**config.mk**
```make
export PLATFORM = sky130hd
export DESIGN_NAME = rvCore
export DESIGN_NICKNAME = d
export VERILOG_FILES = /design/src/common/rvPkg.sv /design/src/control/rvControl.sv /design/src/datapath/rvAlu.sv /design/src/datapath/rvDatapath.sv /design/src/datapath/rvLoadStore.sv /design/src/datapath/rvRegFile.sv /design/src/source/rvCore.sv
export SDC_FILE = /design/constraint.sdc
export NUM_CORES = 2
export LEC_CHECK = 0
export BUFFER_PORTS_ARGS = -buffer_cell sky130_fd_sc_hd__buf_4
export CORE_ASPECT_RATIO = 1.75
export CORE_MARGIN = 8
export CORE_UTILIZATION = 60
export DETAILED_ROUTE_END_ITERATION = 8
export GPL_TIMING_DRIVEN = 0
export PLACE_DENSITY = 0.81
export SLEW_MARGIN = 20
export SYNTH_ARGS = -nofsm -noshare
export SYNTH_HDL_FRONTEND = slang
export SYNTH_SLANG_ARGS = --single-unit
export TNS_END_PERCENT = 1
```
**constraint.sdc**
```tcl
create_clock -name clk -period 14.4 [get_ports clk]
set_clock_uncertainty 0.05 [all_clocks]
set_input_delay 2.16 -clock clk [delete_from_list [all_inputs] [get_ports clk]]
set_output_delay 2.16 -clock clk [all_outputs]
set_load 0.01 [all_outputs]
```
**src/common/rvPkg.sv**
```systemverilog
// width constants and the opcode, phase, ALU and datapath mux select enums
package rvPkg;

	localparam int XLEN = 32;
	localparam int REG_ADDR_W = 5;

	// ~~~~~~~~~~~~~~~~~~~~
	// major opcodes, bits 6:0 of the instruction
	typedef enum logic [6:0] {
		LUI      = 7'b0110111,
		AUIPC    = 7'b0010111,
		JAL      = 7'b1101111,
		JALR     = 7'b1100111,
		BRANCH   = 7'b1100011,
		LOAD     = 7'b0000011,
		STORE    = 7'b0100011,
		OP_IMM   = 7'b0010011,
		OP       = 7'b0110011,
		MISC_MEM = 7'b0001111
	} opcodeT;

	// execution phases of the multicycle FSM
	typedef enum logic [2:0] {
		FETCH,
		DECODE,
		EXECUTE,
		MEMORY,
		MERGE,
		MEMWRITE,
		WRITEBACK,
		HALT
	} phaseT;

	// encoded as {bit 30, funct3}
	typedef enum logic [3:0] {
		ADD  = 4'b0000,
		SUB  = 4'b1000,
		SLL  = 4'b0001,
		SLT  = 4'b0010,
		SLTU = 4'b0011,
		XOR  = 4'b0100,
		SRL  = 4'b0101,
		SRA  = 4'b1101,
		OR   = 4'b0110,
		AND  = 4'b0111
	} aluOpT;

	// ~~~~~~~~~~~~~~~~~~~~
	// datapath mux selects
	typedef enum logic [1:0] {PC_PLUS4, PC_BRANCH, PC_JAL, PC_JALR} pcSelT;
	typedef enum logic [1:0] {ADDR_PC, ADDR_ALU, ADDR_MAR} addrSelT;
	typedef enum logic {A_REG, A_PC} aluASelT;
	typedef enum logic {B_REG, B_IMM} aluBSelT;

	typedef enum logic [2:0] {
		REG_ALU,
		REG_IMM,
		REG_PC,
		REG_LOAD_BYTE,
		REG_LOAD_HALF,
		REG_LOAD_WORD
	} regSelT;

	typedef enum logic [1:0] {STORE_BYTE, STORE_HALF, STORE_WORD} storeSelT;

endpackage

```
**src/control/rvControl.sv**
```systemverilog
// rvControl, phase FSM with instruction decode, datapath selects and memory strobes
`timescale 1ns/1ps

module rvControl import rvPkg::*; (
	input  logic            clk,
	input  logic            rst,
	input  logic            ready,
	input  logic [XLEN-1:0] instr,
	input  logic            aluOutNonzero,
	output logic            rd,
	output logic            we,
	output logic            pcWrite,
	output pcSelT           pcSel,
	output addrSelT         addrSel,
	output logic            irWrite,
	output aluOpT           aluOp,
	output aluASelT         aluASel,
	output aluBSelT         aluBSel,
	output logic            regWrite,
	output regSelT          regSel,
	output storeSelT        storeSel
);

	phaseT phase, phaseNext;
	opcodeT opcode;
	logic [2:0] funct3;
	logic bit30;
	logic firstCycle;
	logic strobe;
	logic branchTaken;

	assign opcode = opcodeT'(instr[6:0]);
	assign funct3 = instr[14:12];
	assign bit30 = instr[30];

	// ~~~~~~~~~~~~~~~~~~~~
	// memory fuse, strobe only on the first cycle of a phase
	always_ff @(posedge clk) begin
		if (rst) begin
			phase <= FETCH;
			firstCycle <= 1'b1;
		end else begin
			phase <= phaseNext;
			firstCycle <= (phaseNext != phase);
		end
	end

	// the bus stays quiet while reset is held
	assign strobe = firstCycle & ~rst;

	// BGE, BGEU and BEQ invert the sense of the compare result
	assign branchTaken = (funct3[2] ? funct3[0] : ~funct3[0]) ^ aluOutNonzero;

	// ~~~~~~~~~~~~~~~~~~~~
	always_comb begin
		phaseNext = phase;
		rd = 1'b0;
		we = 1'b0;
		pcWrite = 1'b0;
		pcSel = PC_PLUS4;
		addrSel = ADDR_PC;
		irWrite = 1'b0;
		aluOp = ADD;
		aluASel = A_REG;
		aluBSel = B_REG;
		regWrite = 1'b0;
		regSel = REG_ALU;
		storeSel = STORE_WORD;
		case (phase)
			FETCH: begin
				rd = strobe;
				irWrite = ready;
				if (ready) phaseNext = DECODE;
			end
			DECODE: begin
				// pc + imm for AUIPC, JAL and branch targets
				aluASel = A_PC;
				aluBSel = B_IMM;
				pcWrite = 1'b1;
				case (opcode)
					LUI, AUIPC, JAL: phaseNext = WRITEBACK;
					MISC_MEM: phaseNext = FETCH;
					JALR, BRANCH, LOAD, STORE, OP_IMM, OP: phaseNext = EXECUTE;
					default: begin
						pcWrite = 1'b0;
						phaseNext = HALT;
					end
				endcase
			end
			EXECUTE: begin
				phaseNext = (opcode == LOAD || opcode == STORE) ? MEMORY : WRITEBACK;
				case (opcode)
					OP: aluOp = aluOpT'({bit30, funct3});
					OP_IMM: begin
						// bit 30 only selects SRAI
						aluOp = aluOpT'({bit30 & (funct3 == 3'b101), funct3});
						aluBSel = B_IMM;
					end
					BRANCH: aluOp = funct3[2] ? aluOpT'({2'b00, funct3[2:1]}) : SUB;
					default: aluBSel = B_IMM;
				endcase
			end
			MEMORY: begin
				// address recomputed each cycle so aluOut stays put
				aluBSel = B_IMM;
				addrSel = ADDR_ALU;
				if (opcode == STORE && !funct3[1]) begin
					rd = strobe;
				end else if (opcode == STORE) begin
					we = strobe;
				end else begin
					rd = strobe;
				end
				if (ready) begin
					if (opcode == LOAD) phaseNext = WRITEBACK;
					else if (!funct3[1]) phaseNext = MERGE;
					else phaseNext = FETCH;
				end
			end
			MERGE: begin
				addrSel = ADDR_MAR;
				phaseNext = MEMWRITE;
			end
			MEMWRITE: begin
				addrSel = ADDR_MAR;
				storeSel = funct3[0] ? STORE_HALF : STORE_BYTE;
				we = strobe;
				if (ready) phaseNext = FETCH;
			end
			WRITEBACK: begin
				phaseNext = FETCH;
				regWrite = 1'b1;
				case (opcode)
					LUI: regSel = REG_IMM;
					JAL: begin
						regSel = REG_PC;
						pcWrite = 1'b1;
						pcSel = PC_JAL;
					end
					JALR: begin
						regSel = REG_PC;
						pcWrite = 1'b1;
						pcSel = PC_JALR;
					end
					BRANCH: begin
						regWrite = 1'b0;
						pcWrite = branchTaken;
						pcSel = PC_BRANCH;
					end
					LOAD: begin
						case (funct3[1:0])
							2'b00: regSel = REG_LOAD_BYTE;
							2'b01: regSel = REG_LOAD_HALF;
							default: regSel = REG_LOAD_WORD;
						endcase
					end
					default: regSel = REG_ALU;
				endcase
			end
			default: begin
				// halted, left only through reset
				phaseNext = HALT;
			end
		endcase
	end

endmodule

```
**src/datapath/rvAlu.sv**
```systemverilog
// rvAlu, combinational ALU for the RV32I integer operations
`timescale 1ns/1ps

module rvAlu import rvPkg::*; (
	input  aluOpT           op,
	input  logic [XLEN-1:0] a,
	input  logic [XLEN-1:0] b,
	output logic [XLEN-1:0] y
);

	logic [4:0] shamt;

	// shifts use the low 5 bits only
	assign shamt = b[4:0];

	always_comb begin
		case (op)
			ADD:  y = a + b;
			SUB:  y = a - b;
			SLL:  y = a << shamt;
			SLT:  y = {{(XLEN-1){1'b0}}, $signed(a) < $signed(b)};
			SLTU: y = {{(XLEN-1){1'b0}}, a < b};
			XOR:  y = a ^ b;
			SRL:  y = a >> shamt;
			SRA:  y = $unsigned($signed(a) >>> shamt);
			OR:   y = a | b;
			AND:  y = a & b;
			default: y = '0;
		endcase
	end

endmodule

```
**src/datapath/rvDatapath.sv**
```systemverilog
// PC, IR, operand, ALU and memory registers with immediate generation and datapath muxes
`timescale 1ns/1ps

module rvDatapath import rvPkg::*; #(
	parameter logic [XLEN-1:0] resetAddr = 32'h00000000
) (
	input  logic            clk,
	input  logic            rst,
	input  logic            pcWrite,
	input  pcSelT           pcSel,
	input  addrSelT         addrSel,
	input  logic            irWrite,
	input  aluOpT           aluOp,
	input  aluASelT         aluASel,
	input  aluBSelT         aluBSel,
	input  logic            regWrite,
	input  regSelT          regSel,
	input  storeSelT        storeSel,
	input  logic [XLEN-1:0] rdata,
	output logic [XLEN-1:0] instr,
	output logic            aluOutNonzero,
	output logic [XLEN-1:0] addr,
	output logic [XLEN-1:0] wdata
);

	logic [XLEN-1:0] pc, nextPc;
	logic [XLEN-1:0] regA, regB, rs1Data, rs2Data;
	logic [XLEN-1:0] aluA, aluB, aluY, aluOut, aluOut2;
	logic [XLEN-1:0] mar, mdr, memAddr, storeData, rdataLe;
	logic [XLEN-1:0] imm, regWdata;
	logic [XLEN-1:0] loadByte, loadHalf, storeByte, storeHalf;
	opcodeT opcode;

	// bus words are byte reversed against the register value
	function automatic logic [XLEN-1:0] swapBytes(input logic [XLEN-1:0] w);
		return {w[7:0], w[15:8], w[23:16], w[31:24]};
	endfunction

	assign rdataLe = swapBytes(rdata);
	assign wdata = swapBytes(storeData);
	// bus addresses are always word aligned
	assign addr = {memAddr[XLEN-1:2], 2'b00};

	// ~~~~~~~~~~~~~~~~~~~~
	// program counter
	always_ff @(posedge clk) begin
		if (rst) begin
			pc <= resetAddr;
		end else if (pcWrite) begin
			pc <= nextPc;
		end
	end

	always_ff @(posedge clk) begin
		if (irWrite) begin
			instr <= rdataLe;
		end
		regA <= rs1Data;
		regB <= rs2Data;
		aluOut <= aluY;
		// branch target computed in DECODE is one cycle older
		aluOut2 <= aluOut;
		// held through MERGE and MEMWRITE of a sub-word store
		if (addrSel != ADDR_MAR) begin
			mar <= memAddr;
			mdr <= rdataLe;
		end
	end

	always_comb begin
		case (pcSel)
			PC_BRANCH: nextPc = aluOut2;
			PC_JAL:    nextPc = aluOut;
			PC_JALR:   nextPc = aluOut & ~32'd1;
			default:   nextPc = pc + 32'd4;
		endcase
	end

	// ~~~~~~~~~~~~~~~~~~~~
	// immediates by instruction format
	assign opcode = opcodeT'(instr[6:0]);

	always_comb begin
		case (opcode)
			LUI, AUIPC: imm = {instr[31:12], 12'b0};
			JAL:        imm = {{11{instr[31]}}, instr[31], instr[19:12], instr[20],
				instr[30:21], 1'b0};
			BRANCH:     imm = {{19{instr[31]}}, instr[31], instr[7], instr[30:25],
				instr[11:8], 1'b0};
			STORE:      imm = {{20{instr[31]}}, instr[31:25], instr[11:7]};
			default:    imm = {{20{instr[31]}}, instr[31:20]};
		endcase
	end

	rvRegFile i_regFile (
		.clk(clk),
		.raddr0(instr[19:15]),
		.raddr1(instr[24:20]),
		.waddr(instr[11:7]),
		.we(regWrite),
		.wdata(regWdata),
		.rdata0(rs1Data),
		.rdata1(rs2Data)
	);

	assign aluA = (aluASel == A_PC) ? pc : regA;
	assign aluB = (aluBSel == B_IMM) ? imm : regB;

	rvAlu i_alu (
		.op(aluOp),
		.a(aluA),
		.b(aluB),
		.y(aluY)
	);

	assign aluOutNonzero = |aluOut;

	rvLoadStore i_loadStore (
		.mdr(mdr),
		.byteOffset(mar[1:0]),
		.storeValue(rs2Data),
		.unsignedLoad(instr[14]),
		.loadByte(loadByte),
		.loadHalf(loadHalf),
		.storeByte(storeByte),
		.storeHalf(storeHalf)
	);

	// ~~~~~~~~~~~~~~~~~~~~
	always_comb begin
		case (addrSel)
			ADDR_ALU: memAddr = aluOut;
			ADDR_MAR: memAddr = mar;
			default:  memAddr = pc;
		endcase
	end

	always_comb begin
		case (storeSel)
			STORE_BYTE: storeData = storeByte;
			STORE_HALF: storeData = storeHalf;
			default:    storeData = rs2Data;
		endcase
	end

	// pc is already advanced when WRITEBACK uses it as link value
	always_comb begin
		case (regSel)
			REG_IMM:       regWdata = imm;
			REG_PC:        regWdata = pc;
			REG_LOAD_BYTE: regWdata = loadByte;
			REG_LOAD_HALF: regWdata = loadHalf;
			REG_LOAD_WORD: regWdata = mdr;
			default:       regWdata = aluOut;
		endcase
	end

endmodule

```
**src/datapath/rvLoadStore.sv**
```systemverilog
// rvLoadStore, load lane select with extension and sub-word store merge
`timescale 1ns/1ps

module rvLoadStore import rvPkg::*; (
	input  logic [XLEN-1:0] mdr,
	input  logic [1:0]      byteOffset,
	input  logic [XLEN-1:0] storeValue,
	input  logic            unsignedLoad,
	output logic [XLEN-1:0] loadByte,
	output logic [XLEN-1:0] loadHalf,
	output logic [XLEN-1:0] storeByte,
	output logic [XLEN-1:0] storeHalf
);

	logic [7:0]  byteLane;
	logic [15:0] halfLane;

	// ~~~~~~~~~~~~~~~~~~~~
	// byte lane, read and merged
	always_comb begin
		case (byteOffset)
			2'b00: begin
				byteLane = mdr[7:0];
				storeByte = {mdr[31:8], storeValue[7:0]};
			end
			2'b01: begin
				byteLane = mdr[15:8];
				storeByte = {mdr[31:16], storeValue[7:0], mdr[7:0]};
			end
			2'b10: begin
				byteLane = mdr[23:16];
				storeByte = {mdr[31:24], storeValue[7:0], mdr[15:0]};
			end
			default: begin
				byteLane = mdr[31:24];
				storeByte = {storeValue[7:0], mdr[23:0]};
			end
		endcase
	end

	// halfword lane, bit 0 of the offset is ignored
	always_comb begin
		if (byteOffset[1]) begin
			halfLane = mdr[31:16];
			storeHalf = {storeValue[15:0], mdr[15:0]};
		end else begin
			halfLane = mdr[15:0];
			storeHalf = {mdr[31:16], storeValue[15:0]};
		end
	end

	// sign or zero extension from funct3 bit 2
	assign loadByte = {{24{~unsignedLoad & byteLane[7]}}, byteLane};
	assign loadHalf = {{16{~unsignedLoad & halfLane[15]}}, halfLane};

endmodule

```
**src/datapath/rvRegFile.sv**
```systemverilog
// rvRegFile, 32 x 32 register file with two read ports and x0 tied to zero
`timescale 1ns/1ps

module rvRegFile import rvPkg::*; (
	input  logic                  clk,
	input  logic [REG_ADDR_W-1:0] raddr0,
	input  logic [REG_ADDR_W-1:0] raddr1,
	input  logic [REG_ADDR_W-1:0] waddr,
	input  logic                  we,
	input  logic [XLEN-1:0]       wdata,
	output logic [XLEN-1:0]       rdata0,
	output logic [XLEN-1:0]       rdata1
);

	logic [XLEN-1:0] regs [2**REG_ADDR_W];

	// entry 0 is never written
	always_ff @(posedge clk) begin
		if (we && waddr != '0) begin
			regs[waddr] <= wdata;
		end
	end

	// asynchronous reads
	assign rdata0 = (raddr0 == '0) ? '0 : regs[raddr0];
	assign rdata1 = (raddr1 == '0) ? '0 : regs[raddr1];

endmodule

```
**src/source/rvCore.sv**
```systemverilog
// rvCore, multicycle RV32I core joining the control FSM and the datapath
`timescale 1ns/1ps

module rvCore import rvPkg::*; #(
	parameter logic [XLEN-1:0] resetAddr = 32'h00000000
) (
	input  logic            clk,
	input  logic            rst,
	input  logic            ready,
	input  logic [XLEN-1:0] rdata,
	output logic [XLEN-1:0] addr,
	output logic [XLEN-1:0] wdata,
	output logic            rd,
	output logic            we
);

	// control to datapath
	logic     pcWrite;
	pcSelT    pcSel;
	addrSelT  addrSel;
	logic     irWrite;
	aluOpT    aluOp;
	aluASelT  aluASel;
	aluBSelT  aluBSel;
	logic     regWrite;
	regSelT   regSel;
	storeSelT storeSel;

	// datapath back to control
	logic [XLEN-1:0] instr;
	logic            aluOutNonzero;

	rvControl i_control (
		.clk(clk),
		.rst(rst),
		.ready(ready),
		.instr(instr),
		.aluOutNonzero(aluOutNonzero),
		.rd(rd),
		.we(we),
		.pcWrite(pcWrite),
		.pcSel(pcSel),
		.addrSel(addrSel),
		.irWrite(irWrite),
		.aluOp(aluOp),
		.aluASel(aluASel),
		.aluBSel(aluBSel),
		.regWrite(regWrite),
		.regSel(regSel),
		.storeSel(storeSel)
	);

	rvDatapath #(
		.resetAddr(resetAddr)
	) i_datapath (
		.clk(clk),
		.rst(rst),
		.pcWrite(pcWrite),
		.pcSel(pcSel),
		.addrSel(addrSel),
		.irWrite(irWrite),
		.aluOp(aluOp),
		.aluASel(aluASel),
		.aluBSel(aluBSel),
		.regWrite(regWrite),
		.regSel(regSel),
		.storeSel(storeSel),
		.rdata(rdata),
		.instr(instr),
		.aluOutNonzero(aluOutNonzero),
		.addr(addr),
		.wdata(wdata)
	);

endmodule

```
==> impl_results.md, run 1 <==
* Status: did not finish
* Stage reached: global routing
* Tool error: [ERROR GRT-0232] Routing congestion too high. Check the congestion heatmap in the GUI.
* Starting density of the core at 60.36%
* Total number of placement rows at 163
* Boundary pin count at 101
* Avg Inst Size Synth at 14.60 um2
* Number of synthesized flops with an enable pin at 1120
* Post-synthesis sequential area ratio at 54.57%
* Maximum buffer depth of the clock tree at 3
* Remaining Overflow, GRT at 2
* Detailed-placement wirelength estimate at 258300 um
* Post-CTS setup buffers at 0
* Clock tree root driver cell: clkbuf_16
* Inserted Clock Buffers at 109
* Cts hold-fix bufs at 0
* Overall routing resource usage at 66.81%
* Horizontal die dimension at 270.2 um
* Synth unique cells at 97
* GP Congestion at 1.133
* Syn. warnings at 0
* Instance area after placement at 0.07304 mm2
* Number of cells produced by synthesis at 4645
* Number of levels in the clock H-tree at 3
* Vert. Die Dim at 460.8 um
* Synth Cell Area at 0.06783 mm2
* Post-synthesis register bit count at 1289
* Ys flop type: edfxtp_1
* Antenna violations before repair at 62
* Largest net degree at the start of global routing at 43
* Post-cts sizing count at 0
* Port buffer count at 97
* Share of synthesized flip-flops with an asynchronous set or reset at 0%
* Count of clock tree sinks at 1289
==> Yosys cell counts (22+ instances only) <==
master    number  area share, %
o21ai_0      192            1.4
nand2_1      307            1.7
a31oi_1       22           0.20
mux2_2        27           0.45
a222oi_1      22           0.32
buf_2         78           0.58
clkbuf_1     214            1.2
mux2i_1      207            3.1
o211ai_1      37           0.41
nor2_1       368            2.0
buf_1         63           0.35
dfxtp_1      169            5.0
a21oi_1      238            1.8
mux4_2       648             22
ha_1         100            1.8
a22oi_1       63           0.70
buf_4         34           0.38
inv_1        101           0.56
nor3_1        42           0.31
nand3_1       53           0.39
a211oi_1      52           0.58
a221oi_1      42           0.54
edfxtp_1    1120             50
nand2b_1      31           0.29
==> routing by layer <==
metal | GRT overflow | global-route usage [%]
met5 | 0 | 21.11
met4 | 1 | 70.97
met3 | 0 | 48.31
met2 | 1 | 86.75
met1 | 0 | 63.68
==> through the flow <==
step / std cells / util [%] / setup slack [ns]
after CTS: 6558 / 68.31 / 5.376
after detailed placement: 6353 / 65.00 / 5.581
after global placement: 6260 / 62.77 / 4.840
after floorplan: 4678 / - / 8.972
==> kinds of logic after synthesis <==
logic type	synth area share, %
AOI/OAI and AO/OA	8.732
adders and majority gates	1.904
muxes	25.02
other	0.005528
xor gates and xnor gates	0.3357
buffers and inverters	3.202
DFF	54.57
and+or+nand+nor	6.235
==> inputs of run 2 (changes only) <==
--- a/config.mk
+++ b/config.mk
@@ -6,12 +6,11 @@
 export NUM_CORES = 2
 export LEC_CHECK = 0
 export BUFFER_PORTS_ARGS = -buffer_cell sky130_fd_sc_hd__buf_4
-export CORE_ASPECT_RATIO = 1.75
 export CORE_MARGIN = 8
-export CORE_UTILIZATION = 60
+export CORE_UTILIZATION = 40
 export DETAILED_ROUTE_END_ITERATION = 8
 export GPL_TIMING_DRIVEN = 0
-export PLACE_DENSITY = 0.81
+export PLACE_DENSITY_LB_ADDON = 0.15
 export SLEW_MARGIN = 20
 export SYNTH_ARGS = -nofsm -noshare
 export SYNTH_HDL_FRONTEND = slang
==> run 2 against run 1 <==
Compared with the run above:
- the run now ends clean
- area after synthesis is the same
- synthesized cell count is the same
==> impl_results.md, run 2 <==
* Worst path max stage delay at 0.96 ns
* Average wire per cell in the routed design at 42.28 um
* Number of flip-flops in the largest register at 1024
* Remaining Overflow, GRT at 0
* Drt first pass iters at 8
* Largest net degree at the start of global routing at 42
* Final layout net count at 5181
* Total internal power at 10.64 mW
* Post-synthesis register bit count at 1289 (unchanged)
* Capturing element of the worst setup path: wdata[0]
* Crit path cell chain: clkbuf_1, clkbuf_1, clkbuf_1, clkbuf_2, mux4_2, mux4_2, mux2i_1, nor2_1, nand2_1, o31ai_1, buf_4
* Largest voltage drop on the vdd net at 125.1 uV
* CP dominant cell by count: clkbuf_1
* Total count of max-transition violations in the final report at 0
* Area inside the core boundary at 0.1689 mm2
* Type of the worst setup path: flop to output pin
* Total setup violations reported at the end of the flow at 0
* Endpoint arrival time on the critical path at 6.44 ns
* Worst Path Required at 12.19 ns
* Register with the highest flop count: i_datapath.i_regFile.regs
* Family with the most delay on the worst path: buffers and inverters
* Commonest cells after routing, fill and taps aside: edfxtp_1, mux4_2, nor2_1
* Boundary pin count at 101 (unchanged)
* Element type at the critical path end: output pin
* Horizontal die dimension at 427.8 um (+58%)
* Worst min-delay path class: flop to flop
* First-pass GRT wire length at 417000 um
* Number of synthesized flops with an enable pin at 1120 (unchanged)
* Relative area change from synthesis to final layout at 17.40%
* Ys flop type: edfxtp_1
* Power Total at 20.44 mW
* Share of the cycle needed by the critical path after routing at 60.07%
* Starting density of the core at 40.16% (-20 points)
* Synth Cell Area at 0.06783 mm2 (unchanged)
* Number of failing hold endpoints at the final stage at 0
* Post-CTS setup buffers at 0 (unchanged)
* Commonest cells in the synthesized netlist: edfxtp_1, mux4_2, nor2_1
* Static leakage at 26.92 nW
* Most common library cell in the layout ignoring fill and taps: edfxtp_1
* Clock Power Share at 18.2%
* Max Clock Freq at 0.1156 GHz
* Unrepaired setup endpoints after global routing: false
* Logic depth of the worst setup path including buffers at 11
* Post-synth top area cell: edfxtp_1
* Number of levels in the clock H-tree at 4 (+1)
* Full die area at 0.1830 mm2
* TritonCTS clock tree: yes
* Max_cap viols at 0
* Cell with the biggest individual delay on the critical path: clkbuf_1
* Iter 0 DRT Violations at 7319
* Total power divided by cell area at 256.7 mW/mm2
* Overall routing resource usage at 32.93%
* Count of clock tree sinks at 1289 (unchanged)
* Register cell area after layout at 0.03702 mm2
* Fraction of power spent switching nets at 47.96%
* Share of synthesized flip-flops with an asynchronous set or reset at 0% (unchanged)
* Antenna violations before repair at 7
* Sw power at 9.805 mW
* Worst-case headroom to the max-slew limit at 15.49%
* Most common cell in the synthesized netlist: edfxtp_1
* Post-cts sizing count at 0 (unchanged)
* Vias at 49520
* Yosys top cell area share at 49.58% (unchanged)
* Wire length reported by the detailed router at 312000 um
* Number of cells produced by synthesis at 4645 (unchanged)
* Port buffer count at 97 (unchanged)
* Synth unique cells at 97 (unchanged)
* Vert. Die Dim at 427.8 um (-7.2%)
* Slew at the pin with the worst max-slew slack at 1.268 ns
* Highest fanout seen on the critical path at 10
* Place WS at 6.458 ns (+0.8771 ns)
* Antenna viol nets, final at 0
* Synth top area cells: edfxtp_1, mux4_2, dfxtp_1
* Least setup slack across all paths after layout at 5.751 ns
* Aggregate negative setup slack at 0 ns
* Avg Vias per Cell at 6.710
* Detailed-placement wirelength estimate at 234000 um (-9.4%)
* Skew-Pair Late Insertion Delay at 0.82 ns
* Area used by multi-input combinational logic at 0.02945 mm2
* Start of the worst register-to-register path: i_control.phase[0]
* Cts hold-fix bufs at 0 (unchanged)
* Min Tclk post-route at 8.649 ns
* Clk pin slew, worst setup/hold paths at 0.06 ns
* Buf+Inv Stages, Crit Path at 5
* Clock tree root driver cell: clkbuf_16
* Internal reg-to-reg setup slack at 6.25 ns
* Via count of the first global-routing pass at 48000
* Critical register-to-register path endpoint: i_datapath.aluOut[31]
* Maximum buffer depth of the clock tree at 3 (unchanged)
* Portion of total power attributed to combinational logic at 55.9%
* Startpoint types: flop
* Fillers at 14730
* Inserted Clock Buffers at 143 (+31%)
* Total number of placement rows at 151 (-7.4%)
* Status: finished, final reports clean
* Cells on worst reg2reg path at 18
* Proportion of power drawn by flip-flops and latches at 25.9%
* GP Congestion at 1.042 (-8.0%)
* Share of post-route cells with drive strength above 1 at 27.36%
* Post-synthesis sequential area ratio at 54.57% (unchanged)
* Syn. warnings at 0 (unchanged)
* DRC errors left at 0
* Avg Inst Size Synth at 14.60 um2 (unchanged)
-- run 2: worst min path at each step --
stage | from | to | slack (ns) | cells past startpoint
3_5_place_dp | i_datapath.aluOut[0] | i_datapath.aluOut2[0] | 0.43 | 0
6_report | i_datapath.aluOut[0] | i_datapath.aluOut2[0] | 0.44 | 0
5_1_grt | i_datapath.aluOut[0] | i_datapath.aluOut2[0] | 0.43 | 0
3_3_place_gp | i_datapath.aluOut[0] | i_datapath.aluOut2[0] | 0.43 | 0
2_1_floorplan | i_datapath.aluOut[0] | i_datapath.aluOut2[0] | 0.33 | 0
4_1_cts | i_datapath.aluOut[0] | i_datapath.aluOut2[0] | 0.41 | 0
-- run 2: cell families after synthesis --
logic type                 after synthesis  synth area share [%]
buffers and inverters                  502                 3.202
AOI/OAI and AO/OA                      892                 8.732
muxes                                  882                 25.02
xor gates and xnor gates                26                0.3357
DFF                                   1289                 54.57
and+or+nand+nor                        951                 6.235
adders and majority gates              102                 1.904
other                                    1              0.005528
-- run 2: stage by stage --
| step | std cells | hold slack [ns] | cell area (um2) | utilization, % |
|---|---|---|---|---|
| floorplan | 4678 | 0.3250 | 67960 | - |
| global placement | 6993 | 0.4342 | 71460 | 42.31 |
| detailed placement | 7117 | 0.4266 | 74890 | 44.34 |
| CTS | 7378 | 0.4122 | 79620 | 47.14 |
| global route | 7378 | 0.4283 | 79630 | 47.14 |
| finish | 7380 | 0.4435 | 79630 | 47.15 |
-- run 2: area by class of cell --
| class | instances | area share (%) |
|---|---|---|
| Tap cell | 2218 | 3.485 |
| Inverter | 105 | 0.5012 |
| Sequential cell | 1289 | 46.48 |
| Clock buffer | 190 | 4.910 |
| Multi-Input combinational cell | 2887 | 36.98 |
| Buffer | 397 | 2.333 |
| Antenna cell | 2 | 0.006285 |
| Clock inverter | 71 | 1.032 |
| Timing Repair Buffer | 221 | 4.266 |
-- run 2: power by group through the flow --
stage	clock, mW	combinational [mW]	sequential [mW]
floorplan	0	6.15	5.11
global placement	0	10.8	5.40
detailed placement	0	11.1	5.34
CTS	3.75	11.1	5.27
global route	3.88	11.7	5.29
finish	3.73	11.4	5.30
-- run 2: per-layer routing --
metal / share of wire [%] / wire, um / vias to the layer above / track usage (%)
li1: - / - / 19560 / -
met1: 37 / 116300 / 25920 / 41.83
met2: 46 / 143500 / 3251 / 52.18
met3: 9.0 / 28050 / 796 / 6.332
met4: 7.8 / 24220 / 2 / 20.46
met5: 0.0045 / 14 / - / 0
No activity file was read; power rests on OpenSTA's default activity.
